**src/source/id_pkg.sv**
```systemverilog
package id_pkg;

    // ISA field widths.
    localparam int INSTR_W       = 32;
    localparam int OPCODE_W      = 6;
    localparam int FUNCT_W       = 6;
    localparam int SHAMT_W       = 5;
    localparam int IMM_W         = 16;
    localparam int JIDX_W        = 26;

    // Control field widths.
    localparam int ALU_OP_W      = 2;
    localparam int ALU_CTRL_W    = 4;
    localparam int BRANCH_KIND_W = 3;

    //////////////////////////////////////////////////
    // Encodings
    //////////////////////////////////////////////////

    typedef enum logic [OPCODE_W-1:0] {
        OP_RTYPE = 6'd0,  OP_J    = 6'd2,  OP_JAL  = 6'd3,  OP_BEQ  = 6'd4,
        OP_BNE   = 6'd5,  OP_ADDI = 6'd8,  OP_SLTI = 6'd10, OP_ANDI = 6'd12,
        OP_ORI   = 6'd13, OP_XORI = 6'd14, OP_LUI  = 6'd15, OP_LW   = 6'd35,
        OP_SW    = 6'd43
    } opcode_e;

    typedef enum logic [FUNCT_W-1:0] {
        FN_SLL  = 6'd0,  FN_SRL  = 6'd2,  FN_SRA = 6'd3,  FN_JR  = 6'd8,
        FN_JALR = 6'd9,  FN_ADDU = 6'd33, FN_SUBU = 6'd35, FN_AND = 6'd36,
        FN_OR   = 6'd37, FN_XOR  = 6'd38, FN_NOR = 6'd39, FN_SLT = 6'd42
    } funct_e;

    // Operation class handed to the ALU control of execute.
    typedef enum logic [ALU_OP_W-1:0] {
        ALUOP_ADD   = 2'd0,
        ALUOP_SUB   = 2'd1,
        ALUOP_FUNCT = 2'd2,
        ALUOP_IMM   = 2'd3
    } alu_op_e;

    typedef enum logic [ALU_CTRL_W-1:0] {
        AC_ADD = 4'd0, AC_SUB = 4'd1, AC_AND = 4'd2, AC_OR  = 4'd3,
        AC_XOR = 4'd4, AC_NOR = 4'd5, AC_SLT = 4'd6, AC_SLL = 4'd7,
        AC_SRL = 4'd8, AC_SRA = 4'd9, AC_LUI = 4'd10
    } alu_ctrl_e;

    typedef enum logic [BRANCH_KIND_W-1:0] {
        BR_NONE     = 3'd0,
        BR_EQ       = 3'd1,
        BR_NE       = 3'd2,
        BR_JUMP     = 3'd3,
        BR_JUMP_REG = 3'd4
    } branch_kind_e;

endpackage

```
**src/source/branch_address_calculator.sv**
```systemverilog
`timescale 1ns/1ps

module branch_address_calculator #(
    parameter int DATA_W = 32,
    parameter int ADDR_W = 11
) (
    input  id_pkg::branch_kind_e      i_branch_kind,
    input  logic [ADDR_W-1:0]         i_pc_next,

    input  logic [DATA_W-1:0]         i_data_a,
    input  logic [DATA_W-1:0]         i_data_b,
    input  logic [DATA_W-1:0]         i_imm_ext,
    input  logic [id_pkg::JIDX_W-1:0] i_jump_index,

    output logic                      o_branch_taken,
    output logic [ADDR_W-1:0]         o_branch_target
);

    logic              operands_equal;
    logic [ADDR_W-1:0] relative_target;

    assign operands_equal = (i_data_a == i_data_b);

    // Word offset, wraps inside the instruction memory.
    assign relative_target = i_pc_next + i_imm_ext[ADDR_W-1:0];

    //////////////////////////////////////////////////
    // Target select
    //////////////////////////////////////////////////

    always_comb begin
        case (i_branch_kind)
            id_pkg::BR_EQ: begin
                o_branch_taken  = operands_equal;
                o_branch_target = relative_target;
            end
            id_pkg::BR_NE: begin
                o_branch_taken  = !operands_equal;
                o_branch_target = relative_target;
            end
            id_pkg::BR_JUMP: begin
                o_branch_taken  = 1'b1;
                o_branch_target = i_jump_index[ADDR_W-1:0];
            end
            id_pkg::BR_JUMP_REG: begin
                o_branch_taken  = 1'b1;
                o_branch_target = i_data_a[ADDR_W-1:0];
            end
            default: begin
                o_branch_taken  = 1'b0;
                o_branch_target = '0;
            end
        endcase
    end

endmodule

```
**src/source/instruction_decoder.sv**
```systemverilog
`timescale 1ns/1ps

module instruction_decoder #(
    parameter int DATA_W   = 32,
    parameter int NUM_REGS = 32
) (
    input  logic [id_pkg::INSTR_W-1:0]  i_instruction,

    output logic [$clog2(NUM_REGS)-1:0] o_reg_rs,
    output logic [$clog2(NUM_REGS)-1:0] o_reg_rt,
    output logic [$clog2(NUM_REGS)-1:0] o_reg_dst,
    output logic [DATA_W-1:0]           o_imm_ext,
    output logic [id_pkg::JIDX_W-1:0]   o_jump_index,
    output id_pkg::branch_kind_e        o_branch_kind,

    output logic                        o_reg_write,
    output logic                        o_alu_src,
    output logic                        o_mem_read,
    output logic                        o_mem_write,
    output logic                        o_mem_to_reg,
    output logic                        o_link,
    output id_pkg::alu_op_e             o_alu_op,
    output id_pkg::alu_ctrl_e           o_alu_ctrl,
    output logic                        o_illegal
);

    localparam int REG_W = $clog2(NUM_REGS);

    // Register fields sit between opcode and immediate, 5 bits each.
    localparam int RF_W   = (id_pkg::INSTR_W - id_pkg::OPCODE_W - id_pkg::IMM_W) / 2;
    localparam int RT_LSB = id_pkg::IMM_W;
    localparam int RS_LSB = id_pkg::IMM_W + RF_W;
    localparam int RD_LSB = id_pkg::FUNCT_W + id_pkg::SHAMT_W;

    localparam logic [REG_W-1:0] LINK_REG = REG_W'(NUM_REGS - 1);

    id_pkg::opcode_e          opcode;
    id_pkg::funct_e           funct;
    logic [RF_W-1:0]          rs_field;
    logic [RF_W-1:0]          rt_field;
    logic [RF_W-1:0]          rd_field;
    logic [id_pkg::IMM_W-1:0] imm;
    logic                     zero_ext;

    logic                     r_valid;
    id_pkg::alu_ctrl_e        r_ctrl;
    id_pkg::alu_ctrl_e        imm_ctrl;

    //////////////////////////////////////////////////
    // Field split
    //////////////////////////////////////////////////

    assign opcode   = id_pkg::opcode_e'(i_instruction[id_pkg::INSTR_W-1 -: id_pkg::OPCODE_W]);
    assign funct    = id_pkg::funct_e'(i_instruction[id_pkg::FUNCT_W-1:0]);
    assign rs_field = i_instruction[RS_LSB +: RF_W];
    assign rt_field = i_instruction[RT_LSB +: RF_W];
    assign rd_field = i_instruction[RD_LSB +: RF_W];
    assign imm      = i_instruction[id_pkg::IMM_W-1:0];

    assign o_reg_rs     = rs_field[REG_W-1:0];
    assign o_reg_rt     = rt_field[REG_W-1:0];
    assign o_jump_index = i_instruction[id_pkg::JIDX_W-1:0];

    // Logical immediates and LUI take the raw field.
    assign zero_ext = (opcode == id_pkg::OP_ANDI) || (opcode == id_pkg::OP_ORI) ||
                      (opcode == id_pkg::OP_XORI) || (opcode == id_pkg::OP_LUI);

    assign o_imm_ext = zero_ext ? {{(DATA_W - id_pkg::IMM_W){1'b0}}, imm}
                                : {{(DATA_W - id_pkg::IMM_W){imm[id_pkg::IMM_W-1]}}, imm};

    //////////////////////////////////////////////////
    // ALU control lookup
    //////////////////////////////////////////////////

    always_comb begin
        r_valid = 1'b1;
        r_ctrl  = id_pkg::AC_ADD;
        case (funct)
            id_pkg::FN_SLL:  r_ctrl = id_pkg::AC_SLL;
            id_pkg::FN_SRL:  r_ctrl = id_pkg::AC_SRL;
            id_pkg::FN_SRA:  r_ctrl = id_pkg::AC_SRA;
            id_pkg::FN_ADDU: r_ctrl = id_pkg::AC_ADD;
            id_pkg::FN_SUBU: r_ctrl = id_pkg::AC_SUB;
            id_pkg::FN_AND:  r_ctrl = id_pkg::AC_AND;
            id_pkg::FN_OR:   r_ctrl = id_pkg::AC_OR;
            id_pkg::FN_XOR:  r_ctrl = id_pkg::AC_XOR;
            id_pkg::FN_NOR:  r_ctrl = id_pkg::AC_NOR;
            id_pkg::FN_SLT:  r_ctrl = id_pkg::AC_SLT;
            // Link address is formed by an add in execute.
            id_pkg::FN_JR, id_pkg::FN_JALR: r_ctrl = id_pkg::AC_ADD;
            default:         r_valid = 1'b0;
        endcase
    end

    always_comb begin
        case (opcode)
            id_pkg::OP_SLTI: imm_ctrl = id_pkg::AC_SLT;
            id_pkg::OP_ANDI: imm_ctrl = id_pkg::AC_AND;
            id_pkg::OP_ORI:  imm_ctrl = id_pkg::AC_OR;
            id_pkg::OP_XORI: imm_ctrl = id_pkg::AC_XOR;
            id_pkg::OP_LUI:  imm_ctrl = id_pkg::AC_LUI;
            default:         imm_ctrl = id_pkg::AC_ADD;
        endcase
    end

    //////////////////////////////////////////////////
    // Main control
    //////////////////////////////////////////////////

    always_comb begin
        o_reg_write   = 1'b0;
        o_alu_src     = 1'b0;
        o_mem_read    = 1'b0;
        o_mem_write   = 1'b0;
        o_mem_to_reg  = 1'b0;
        o_link        = 1'b0;
        o_alu_op      = id_pkg::ALUOP_ADD;
        o_alu_ctrl    = id_pkg::AC_ADD;
        o_branch_kind = id_pkg::BR_NONE;
        o_reg_dst     = rt_field[REG_W-1:0];
        o_illegal     = 1'b0;

        case (opcode)
            id_pkg::OP_RTYPE: begin
                if (r_valid) begin
                    o_alu_op    = id_pkg::ALUOP_FUNCT;
                    o_alu_ctrl  = r_ctrl;
                    o_reg_dst   = rd_field[REG_W-1:0];
                    o_reg_write = (funct != id_pkg::FN_JR);
                    o_link      = (funct == id_pkg::FN_JALR);
                    if (funct == id_pkg::FN_JR || funct == id_pkg::FN_JALR) begin
                        o_branch_kind = id_pkg::BR_JUMP_REG;
                    end
                end else begin
                    o_illegal = 1'b1;
                end
            end
            id_pkg::OP_J: begin
                o_branch_kind = id_pkg::BR_JUMP;
            end
            id_pkg::OP_JAL: begin
                o_branch_kind = id_pkg::BR_JUMP;
                o_link        = 1'b1;
                o_reg_write   = 1'b1;
                o_reg_dst     = LINK_REG;
            end
            id_pkg::OP_BEQ, id_pkg::OP_BNE: begin
                o_alu_op      = id_pkg::ALUOP_SUB;
                o_alu_ctrl    = id_pkg::AC_SUB;
                o_branch_kind = (opcode == id_pkg::OP_BEQ) ? id_pkg::BR_EQ : id_pkg::BR_NE;
            end
            id_pkg::OP_ADDI, id_pkg::OP_SLTI, id_pkg::OP_ANDI,
            id_pkg::OP_ORI, id_pkg::OP_XORI, id_pkg::OP_LUI: begin
                o_reg_write = 1'b1;
                o_alu_src   = 1'b1;
                o_alu_op    = id_pkg::ALUOP_IMM;
                o_alu_ctrl  = imm_ctrl;
            end
            id_pkg::OP_LW: begin
                o_reg_write  = 1'b1;
                o_alu_src    = 1'b1;
                o_mem_read   = 1'b1;
                o_mem_to_reg = 1'b1;
            end
            id_pkg::OP_SW: begin
                o_alu_src   = 1'b1;
                o_mem_write = 1'b1;
            end
            default: begin
                o_illegal = 1'b1;
            end
        endcase
    end

endmodule

```
**src/source/register_file.sv**
```systemverilog
`timescale 1ns/1ps

module register_file #(
    parameter int DATA_W   = 32,
    parameter int NUM_REGS = 32
) (
    input  logic                        i_clock,
    input  logic                        i_arst_n,

    input  logic [$clog2(NUM_REGS)-1:0] i_reg_a,
    input  logic [$clog2(NUM_REGS)-1:0] i_reg_b,

    input  logic                        i_wb_write,
    input  logic [$clog2(NUM_REGS)-1:0] i_wb_reg,
    input  logic [DATA_W-1:0]           i_wb_data,

    output logic [DATA_W-1:0]           o_data_a,
    output logic [DATA_W-1:0]           o_data_b
);

    localparam int REG_W = $clog2(NUM_REGS);

    logic [DATA_W-1:0] regs [NUM_REGS];

    // Zero register, then write-through, then storage.
    function automatic logic [DATA_W-1:0] read_port(input logic [REG_W-1:0] idx);
        logic [DATA_W-1:0] value;
        if (idx == '0) begin
            value = '0;
        end else if (i_wb_write && (i_wb_reg == idx)) begin
            value = i_wb_data;
        end else begin
            value = regs[idx];
        end
        return value;
    endfunction

    //////////////////////////////////////////////////
    // Write port
    //////////////////////////////////////////////////

    always_ff @(posedge i_clock or negedge i_arst_n) begin
        if (!i_arst_n) begin
            for (int i = 0; i < NUM_REGS; i++) begin
                regs[i] <= '0;
            end
        end else if (i_wb_write && (i_wb_reg != '0)) begin
            regs[i_wb_reg] <= i_wb_data;
        end
    end

    // Read ports.
    always_comb begin
        o_data_a = read_port(i_reg_a);
        o_data_b = read_port(i_reg_b);
    end

endmodule

```
**src/source/top_id.sv**
```systemverilog
`timescale 1ns/1ps

module top_id #(
    parameter int DATA_W   = 32,
    parameter int NUM_REGS = 32,
    parameter int ADDR_W   = 11
) (
    input  logic                        i_clock,
    input  logic                        i_arst_n,

    // From fetch.
    input  logic [id_pkg::INSTR_W-1:0]  i_instruction,
    input  logic [ADDR_W-1:0]           i_pc_next,

    // From write-back.
    input  logic                        i_wb_write,
    input  logic [$clog2(NUM_REGS)-1:0] i_wb_reg,
    input  logic [DATA_W-1:0]           i_wb_data,

    output logic                        o_branch_taken,
    output logic [ADDR_W-1:0]           o_branch_target,

    output logic [DATA_W-1:0]           o_data_a,
    output logic [DATA_W-1:0]           o_data_b,
    output logic [DATA_W-1:0]           o_imm_ext,

    output logic [$clog2(NUM_REGS)-1:0] o_reg_rs,
    output logic [$clog2(NUM_REGS)-1:0] o_reg_rt,
    output logic [$clog2(NUM_REGS)-1:0] o_reg_dst,

    // Control levels for execute, memory and write-back.
    output logic                        o_reg_write,
    output logic                        o_alu_src,
    output id_pkg::alu_op_e             o_alu_op,
    output id_pkg::alu_ctrl_e           o_alu_ctrl,
    output logic                        o_mem_read,
    output logic                        o_mem_write,
    output logic                        o_mem_to_reg,
    output logic                        o_link,
    output logic                        o_illegal
);

    id_pkg::branch_kind_e        branch_kind;
    logic [id_pkg::JIDX_W-1:0]   jump_index;

    //////////////////////////////////////////////////
    // Decode, operand read, branch resolve
    //////////////////////////////////////////////////

    instruction_decoder #(
        .DATA_W   (DATA_W),
        .NUM_REGS (NUM_REGS)
    ) u_instruction_decoder (
        .i_instruction (i_instruction),
        .o_reg_rs      (o_reg_rs),
        .o_reg_rt      (o_reg_rt),
        .o_reg_dst     (o_reg_dst),
        .o_imm_ext     (o_imm_ext),
        .o_jump_index  (jump_index),
        .o_branch_kind (branch_kind),
        .o_reg_write   (o_reg_write),
        .o_alu_src     (o_alu_src),
        .o_mem_read    (o_mem_read),
        .o_mem_write   (o_mem_write),
        .o_mem_to_reg  (o_mem_to_reg),
        .o_link        (o_link),
        .o_alu_op      (o_alu_op),
        .o_alu_ctrl    (o_alu_ctrl),
        .o_illegal     (o_illegal)
    );

    register_file #(
        .DATA_W   (DATA_W),
        .NUM_REGS (NUM_REGS)
    ) u_register_file (
        .i_clock    (i_clock),
        .i_arst_n   (i_arst_n),
        .i_reg_a    (o_reg_rs),
        .i_reg_b    (o_reg_rt),
        .i_wb_write (i_wb_write),
        .i_wb_reg   (i_wb_reg),
        .i_wb_data  (i_wb_data),
        .o_data_a   (o_data_a),
        .o_data_b   (o_data_b)
    );

    branch_address_calculator #(
        .DATA_W (DATA_W),
        .ADDR_W (ADDR_W)
    ) u_branch_address_calculator (
        .i_branch_kind   (branch_kind),
        .i_pc_next       (i_pc_next),
        .i_data_a        (o_data_a),
        .i_data_b        (o_data_b),
        .i_imm_ext       (o_imm_ext),
        .i_jump_index    (jump_index),
        .o_branch_taken  (o_branch_taken),
        .o_branch_target (o_branch_target)
    );

endmodule

```
**config.mk**
```make
export PLATFORM = sky130hd
export DESIGN_NAME = top_id
export DESIGN_NICKNAME = d
export VERILOG_FILES = /design/src/source/id_pkg.sv /design/src/source/branch_address_calculator.sv /design/src/source/instruction_decoder.sv /design/src/source/register_file.sv /design/src/source/top_id.sv
export SDC_FILE = /design/constraint.sdc
export NUM_CORES = 2
export LEC_CHECK = 0
export BUFFER_PORTS_ARGS = -buffer_cell sky130_fd_sc_hd__buf_2
export CAP_MARGIN = 40
export CORE_ASPECT_RATIO = 1.2
export CORE_MARGIN = 2
export CORE_UTILIZATION = 40
export CTS_BUF_LIST = sky130_fd_sc_hd__clkbuf_2
export DETAILED_ROUTE_END_ITERATION = 6
export PLACE_DENSITY = 0.55
export SYNTH_ARGS = -nofsm -noshare
export SYNTH_HDL_FRONTEND = slang
export SYNTH_HIERARCHICAL = 1
export SYNTH_SLANG_ARGS = --single-unit
```
**constraint.sdc**
```tcl
create_clock -name i_clock -period 2.95 [get_ports i_clock]
set_input_delay 0.1475 -clock i_clock [delete_from_list [all_inputs] [get_ports i_clock]]
set_output_delay 0.1475 -clock i_clock [all_outputs]
set_load 0.01 [all_outputs]
```
======== Word level (Yosys, flattened, before mapping) ========
Cells that the tools add are included.
word-level totals
  flip-flop bits (word level) ............. 1024
  input bits .............................. 83
  output and inout bits ................... 136
  logic and storage cells ................. 132
cells by class
  $add $sub $neg .......................... 1
  order comparisons ....................... 4
  equal/unequal tests ..................... 31
  muxes and demuxes ....................... 38
  bitwise operators ....................... 3
  reductions and logical operators ........ 23
operators with widths
  operator                                                         number
  1024-bit bitwise mux                                             1
  32-bit binary-select mux with 5-bit select                       2
  32-bit two-way mux                                               10
  32-bit demux with 5-bit select                                   1
  6-bit == test, second input constant                             9
  6-bit by 4-bit == test with 1-bit output, second input constant  8
  4-bit one-hot mux with 9 select lines                            1
  11-bit one-hot mux with 3 select lines                           1
  32-bit == test                                                   1
  6-bit by 2-bit == test with 1-bit output, second input constant  4
  12-bit OR reduction                                              2
  4-bit one-hot mux with 5 select lines                            1
  6-bit >= comparator, second input constant                       3
  5-bit inverter with 6-bit output                                 3
  8-bit OR reduction                                               2
  6-bit by 3-bit == test with 1-bit output, second input constant  2
  6-bit logical NOT                                                2
  4-bit one-hot mux with 3 select lines                            1
  11-bit adder                                                     1
  5-bit == test                                                    2
  5-bit logical NOT                                                2
  5-bit one-hot mux with 2 select lines                            1
  3-bit one-hot mux with 3 select lines                            1
  2-bit OR reduction                                               4
  18 further kinds                                                 35

======== Logic depth before layout (Yosys ltp) ========
  word-level depth ........................ 9
  gate-level depth with buffers ........... 17
  mapped depth without buffers ............ 11

======== By module ========
Netlist, hierarchy kept.
modules (own cells, without submodules)
  module                     times used  cells an instance  area an instance (µm²)  sequential area each (µm²)
  register_file              1           3812               55552.0                 25624.6
  branch_address_calculator  1           164                1159.9                  0.0
  instruction_decoder        1           168                1142.3                  0.0

======== Worst setup path after synthesis ========
OpenSTA, ideal clock, no wires.
  kind .................................... input to output
  from .................................... input port i_instruction[21] in the netlist's numbering
  to ...................................... output port o_branch_taken
  data arrival time ....................... 2902 ps
  data required time ...................... 2803 ps
  path slack .............................. -99 ps
  stages on the path ...................... 14
  path buffers ............................ 4
  path through ............................ buf_4 > buf_6 > buf_6 > buf_2 > mux4_2 > mux2i_1 > o21ai_0 > a221o_1 > xnor2_1 > nand4_1 > nor4_1 > nand2_1 > mux2i_1 > o21bai_1
on the way
  word-level cells in the longest chain between the ends .. 9
  elaborated cells between the ends (all ways) .. 12
  classes of those cells .................. 2 x eq/ne; 6 x mux; 1 x bitwise; 3 x reduce/logical
RTL lines
  what                                                    RTL line                         text
  start, declared                                         top_id.sv:12                     input logic [id_pkg::INSTR_W-1:0] i_instruction,
  5-bit inverter with 6-bit output (not written as such)  register_file.sv:33              value = regs[idx];
  32-bit binary-select mux with 5-bit select              register_file.sv:33
  32-bit two-way mux (not written as such) (2 in series)  register_file.sv:33
  32-bit two-way mux                                      register_file.sv:30              end else if (i_wb_write && (i_wb_reg == idx)) begin
  32-bit two-way mux *                                    register_file.sv:28              if (idx == '0) begin
  named net o_data_a[4]                                   top_id.sv:23                     output logic [DATA_W-1:0] o_data_a,
  32-bit == test *                                        branch_address_calculator.sv:22  assign operands_equal = (i_data_a == i_data_b);
  1-bit logical NOT                                       branch_address_calculator.sv:38  o_branch_taken = !operands_equal;
  1-bit one-hot mux with 3 select lines *                 branch_address_calculator.sv:32  case (i_branch_kind)
  end, declared                                           top_id.sv:20                     output logic o_branch_taken,
The timed path passes the listed nets; every way through them passes the cells marked *. The select of a mux whose other input is x is not followed.

======== Worst setup path after layout ========
  from .................................... register u_register_file/regs[935] in the netlist's numbering
  to ...................................... output port o_branch_taken
on the way
  word-level cells in the longest chain between the ends .. 8
  elaborated cells between the ends (all ways) .. 13
  classes of those cells .................. 1 x eq/ne; 11 x mux; 1 x reduce/logical
RTL lines
  what                                                    RTL line                         text
  start, declared                                         register_file.sv:23              logic [DATA_W-1:0] regs [NUM_REGS];
  start signal, assigned by index                         register_file.sv:48              regs[i_wb_reg] <= i_wb_data;
  32-bit binary-select mux with 5-bit select              register_file.sv:33
  32-bit two-way mux (not written as such) (2 in series)  register_file.sv:33
  32-bit two-way mux                                      register_file.sv:30
  32-bit two-way mux                                      register_file.sv:28
  32-bit == test *                                        branch_address_calculator.sv:22
  1-bit logical NOT                                       branch_address_calculator.sv:38
  1-bit one-hot mux with 3 select lines *                 branch_address_calculator.sv:32
Every way passes the cells marked *; elsewhere a longest branch is shown, timed or not. The select of a mux whose other input is x is not followed.

==> impl_results.md <==
- Result of the run: finished, violations left
- Violated checks: negative setup slack
- Row count: 152
- Post-synthesis instance total: 4129
- Sequential cell fraction of total power: 0.448
- Via/cell ratio: 6.05
- Sw Pwr: around 13000 uW
- I/O pin count: ~220
- Max Fanout on Critical Path: 2
- # nets final: 5293
- Maximum number of pins on one net before global-route repair: 75
- Final critical-path share of the clock period: 1.74
- HP Class: in -> reg
- Clock tree buffer depth: 4
- Antenna violations before repair: 17
- Routed len/inst: 31.3 um
- Full die area: 147000 um2
- DRT iter0 DRCs: 3860
- Sum of net half-perimeters after detailed placement: 151000 um
- Number of input and output port buffers inserted: 218
- Startpoint type of the worst setup path: register
- Number of buffers created by CTS: 290
- Largest registers in the final layout: u_register_file/regs: 1024 flops
- Post-detailed-route DRC marker count: 0
- Register with the most flip-flops: u_register_file/regs
- Maximum clock rate: 195 MHz
- Overall routing resource usage: 0.310
- Final setup violation count: 76
- Element type at the critical path end: output pin
- CTS tree: built
- Final Hold Violating Endpoints: 0
- Net switching share of the total power: 0.324
- Setup slack, reg-to-reg: 1480 ps
- Cell leakage power: 0.0328 uW
- Worst path setup slack after routing: -2190 ps
- Sink count of the clock tree: 1024
- Minimum period implied by the final worst setup slack: 5140 ps
- Standard cell area after detailed placement: about 67000 um2
- Slew margin rel.: 0.188
- Largest register FFs: 1024
- Effective utilization at floorplan: 0.403
- Synthesis warning total: 6
- Pins Over Slew Limit: 0
- Clock group share of total power: 0.242
- Clock insertion delay at the later pin of the skew report: ~1700 ps
- Worst Tran Pin Value: around 1200 ps
- Synth-to-Final Area Change: 26.3%
- Internal power: ~28000 uW
- Layout cells sized above 1: 0.620
- Peak VDD IR: 0.453 mV
- First-pass GRT wire length: 326000 um
- Overall overflow remaining after global route: 0
- Chip height: approximately 420 um
- Proportion of power drawn by combinational gates: 0.310
- Die width: 351 um
- Design area: 72900 um2
- Number of levels in the clock H-tree: 5
- Required time of the critical path: 2800 ps
- Total negative slack for setup checks: -60460 ps
- RSZ-0062 raised after global routing: true
- Root buffer selected by CTS: sky130_fd_sc_hd__clkbuf_2
- Clock transition at the register clock pins on the worst setup and hold paths after CTS: 80 ps
- Total detailed-routing wirelength: ~230000 um
- Arrival time at the worst endpoint: 4990 ps
- Overall via count from detail_route: 44154
- Number of detailed-routing iterations run before antenna repair: 6
- Clock skew: 0 ps
- Max-Cap Viols: 0
- Mean instance size in the synthesized netlist: 14.0 um2
- Vias in the first global route: roughly 45000
- Power density normalized to cell area: 568 nW/um2
- Routability congestion estimate from global placement: 0.888
- WS Path Type: reg -> out
- Synthesized cell area: a little under 60000 um2
- Residual antenna-violating net count after detailed routing: 0
- Area of the core region: 143000 um2
- Net Count, Synth: 4223
[placed cells by master, fill, tap and decap left out, types with 36 or more instances in the layout]
master and count:
sky130_fd_sc_hd__mux2_2 1059, sky130_fd_sc_hd__dfrtp_1 1024, sky130_fd_sc_hd__buf_4 741, sky130_fd_sc_hd__mux4_2 427, sky130_fd_sc_hd__clkbuf_2 410, sky130_fd_sc_hd__mux2i_1 161
sky130_fd_sc_hd__buf_2 151, sky130_fd_sc_hd__buf_6 141, sky130_fd_sc_hd__dlygate4sd3_1 121, sky130_fd_sc_hd__buf_12 104, sky130_fd_sc_hd__nor2b_1 65, sky130_fd_sc_hd__o21ai_0 62
sky130_fd_sc_hd__nor2_1 56, sky130_fd_sc_hd__nand2_1 51, sky130_fd_sc_hd__o22ai_1 49, sky130_fd_sc_hd__a211oi_1 46, sky130_fd_sc_hd__clkinv_1 42, sky130_fd_sc_hd__a211oi_2 36
[what timing repair did]
action,CTS,global route
buffers inserted,42,32
pin swaps,155,89
hold endpoints to repair,2016,0
setup endpoints to repair,76,79
gates resized for setup,328,122
hold buffers,123,0
[cell type report]
class                      instances  area, um2
fill                           12492      70300
multi-input combinational       2592      31000
sequential                      1024      25600
timing repair buffer            1279      11600
tap                             1925       2410
clock buffer                     410       2050
clock inverter                    49        214
inverter                          12       45.0
antenna                            6       15.0
[per-layer routing]
layer | wire, um | GRT usage | up-vias
li1 | - | - | 18109
met2 | 107000 | 0.487 | 2178
met4 | 11400 | 0.155 | 12
met1 | 91900 | 0.403 | 23302
met5 | 85 | 0 | -
met3 | 18600 | 0.0719 | 553
[power groups by stage]
stage	sequential (uW)	clock (uW)	combinational (uW)
6_report	18500	10000	12800
2_1_floorplan	18100	0	7010
4_1_cts	18500	10300	12500
3_5_place_dp	18700	0	11500
3_3_place_gp	18600	0	11300
5_1_grt	18800	11000	13500
[path summary, 6_finish.rpt]
check | from | endpoint | depth (start not counted)
max in group asynchronous | i_arst_n | u_register_file/regs[999] | 7
hold reg to reg | u_register_file/regs[1013] | u_register_file/regs[1013] | 0
hold / removal | i_wb_data[25] | u_register_file/regs[793] | 5
setup reg to reg | u_register_file/regs[507] | u_register_file/regs[507] | 3
min in group asynchronous | i_arst_n | u_register_file/regs[766] | 6
setup / recovery | u_register_file/regs[935] | o_branch_taken | 13
[worst max-delay path, stage by stage, from the launching register on]
cell and delay (ps):
sky130_fd_sc_hd__dfrtp_1 410, sky130_fd_sc_hd__mux4_2 470, sky130_fd_sc_hd__nor2b_4 140, sky130_fd_sc_hd__a211oi_2 230, sky130_fd_sc_hd__a21oi_2 100, sky130_fd_sc_hd__a221o_1 390, sky130_fd_sc_hd__xnor2_2 270, sky130_fd_sc_hd__nand4_1 200
sky130_fd_sc_hd__nor4_4 360, sky130_fd_sc_hd__buf_4 190, sky130_fd_sc_hd__nand2_4 90, sky130_fd_sc_hd__mux2i_1 130, sky130_fd_sc_hd__o21bai_1 140, sky130_fd_sc_hd__buf_2 150
[through the flow]
step                      setup WS (ps)   util  power, uW  hold WS [ps]  std cells
after floorplan                   0.564      -      25200          -148       4129
after global placement            -1630  0.468      30000           279       6673
after detailed placement          -1490  0.468      30200           281       6674
after CTS                         -2350  0.504      41300          14.8       7268
after global routing              -2340  0.509      43400          39.2       7295
final                             -2190  0.509      41400           110       7297
No activity file was read; power rests on OpenSTA's default activity.
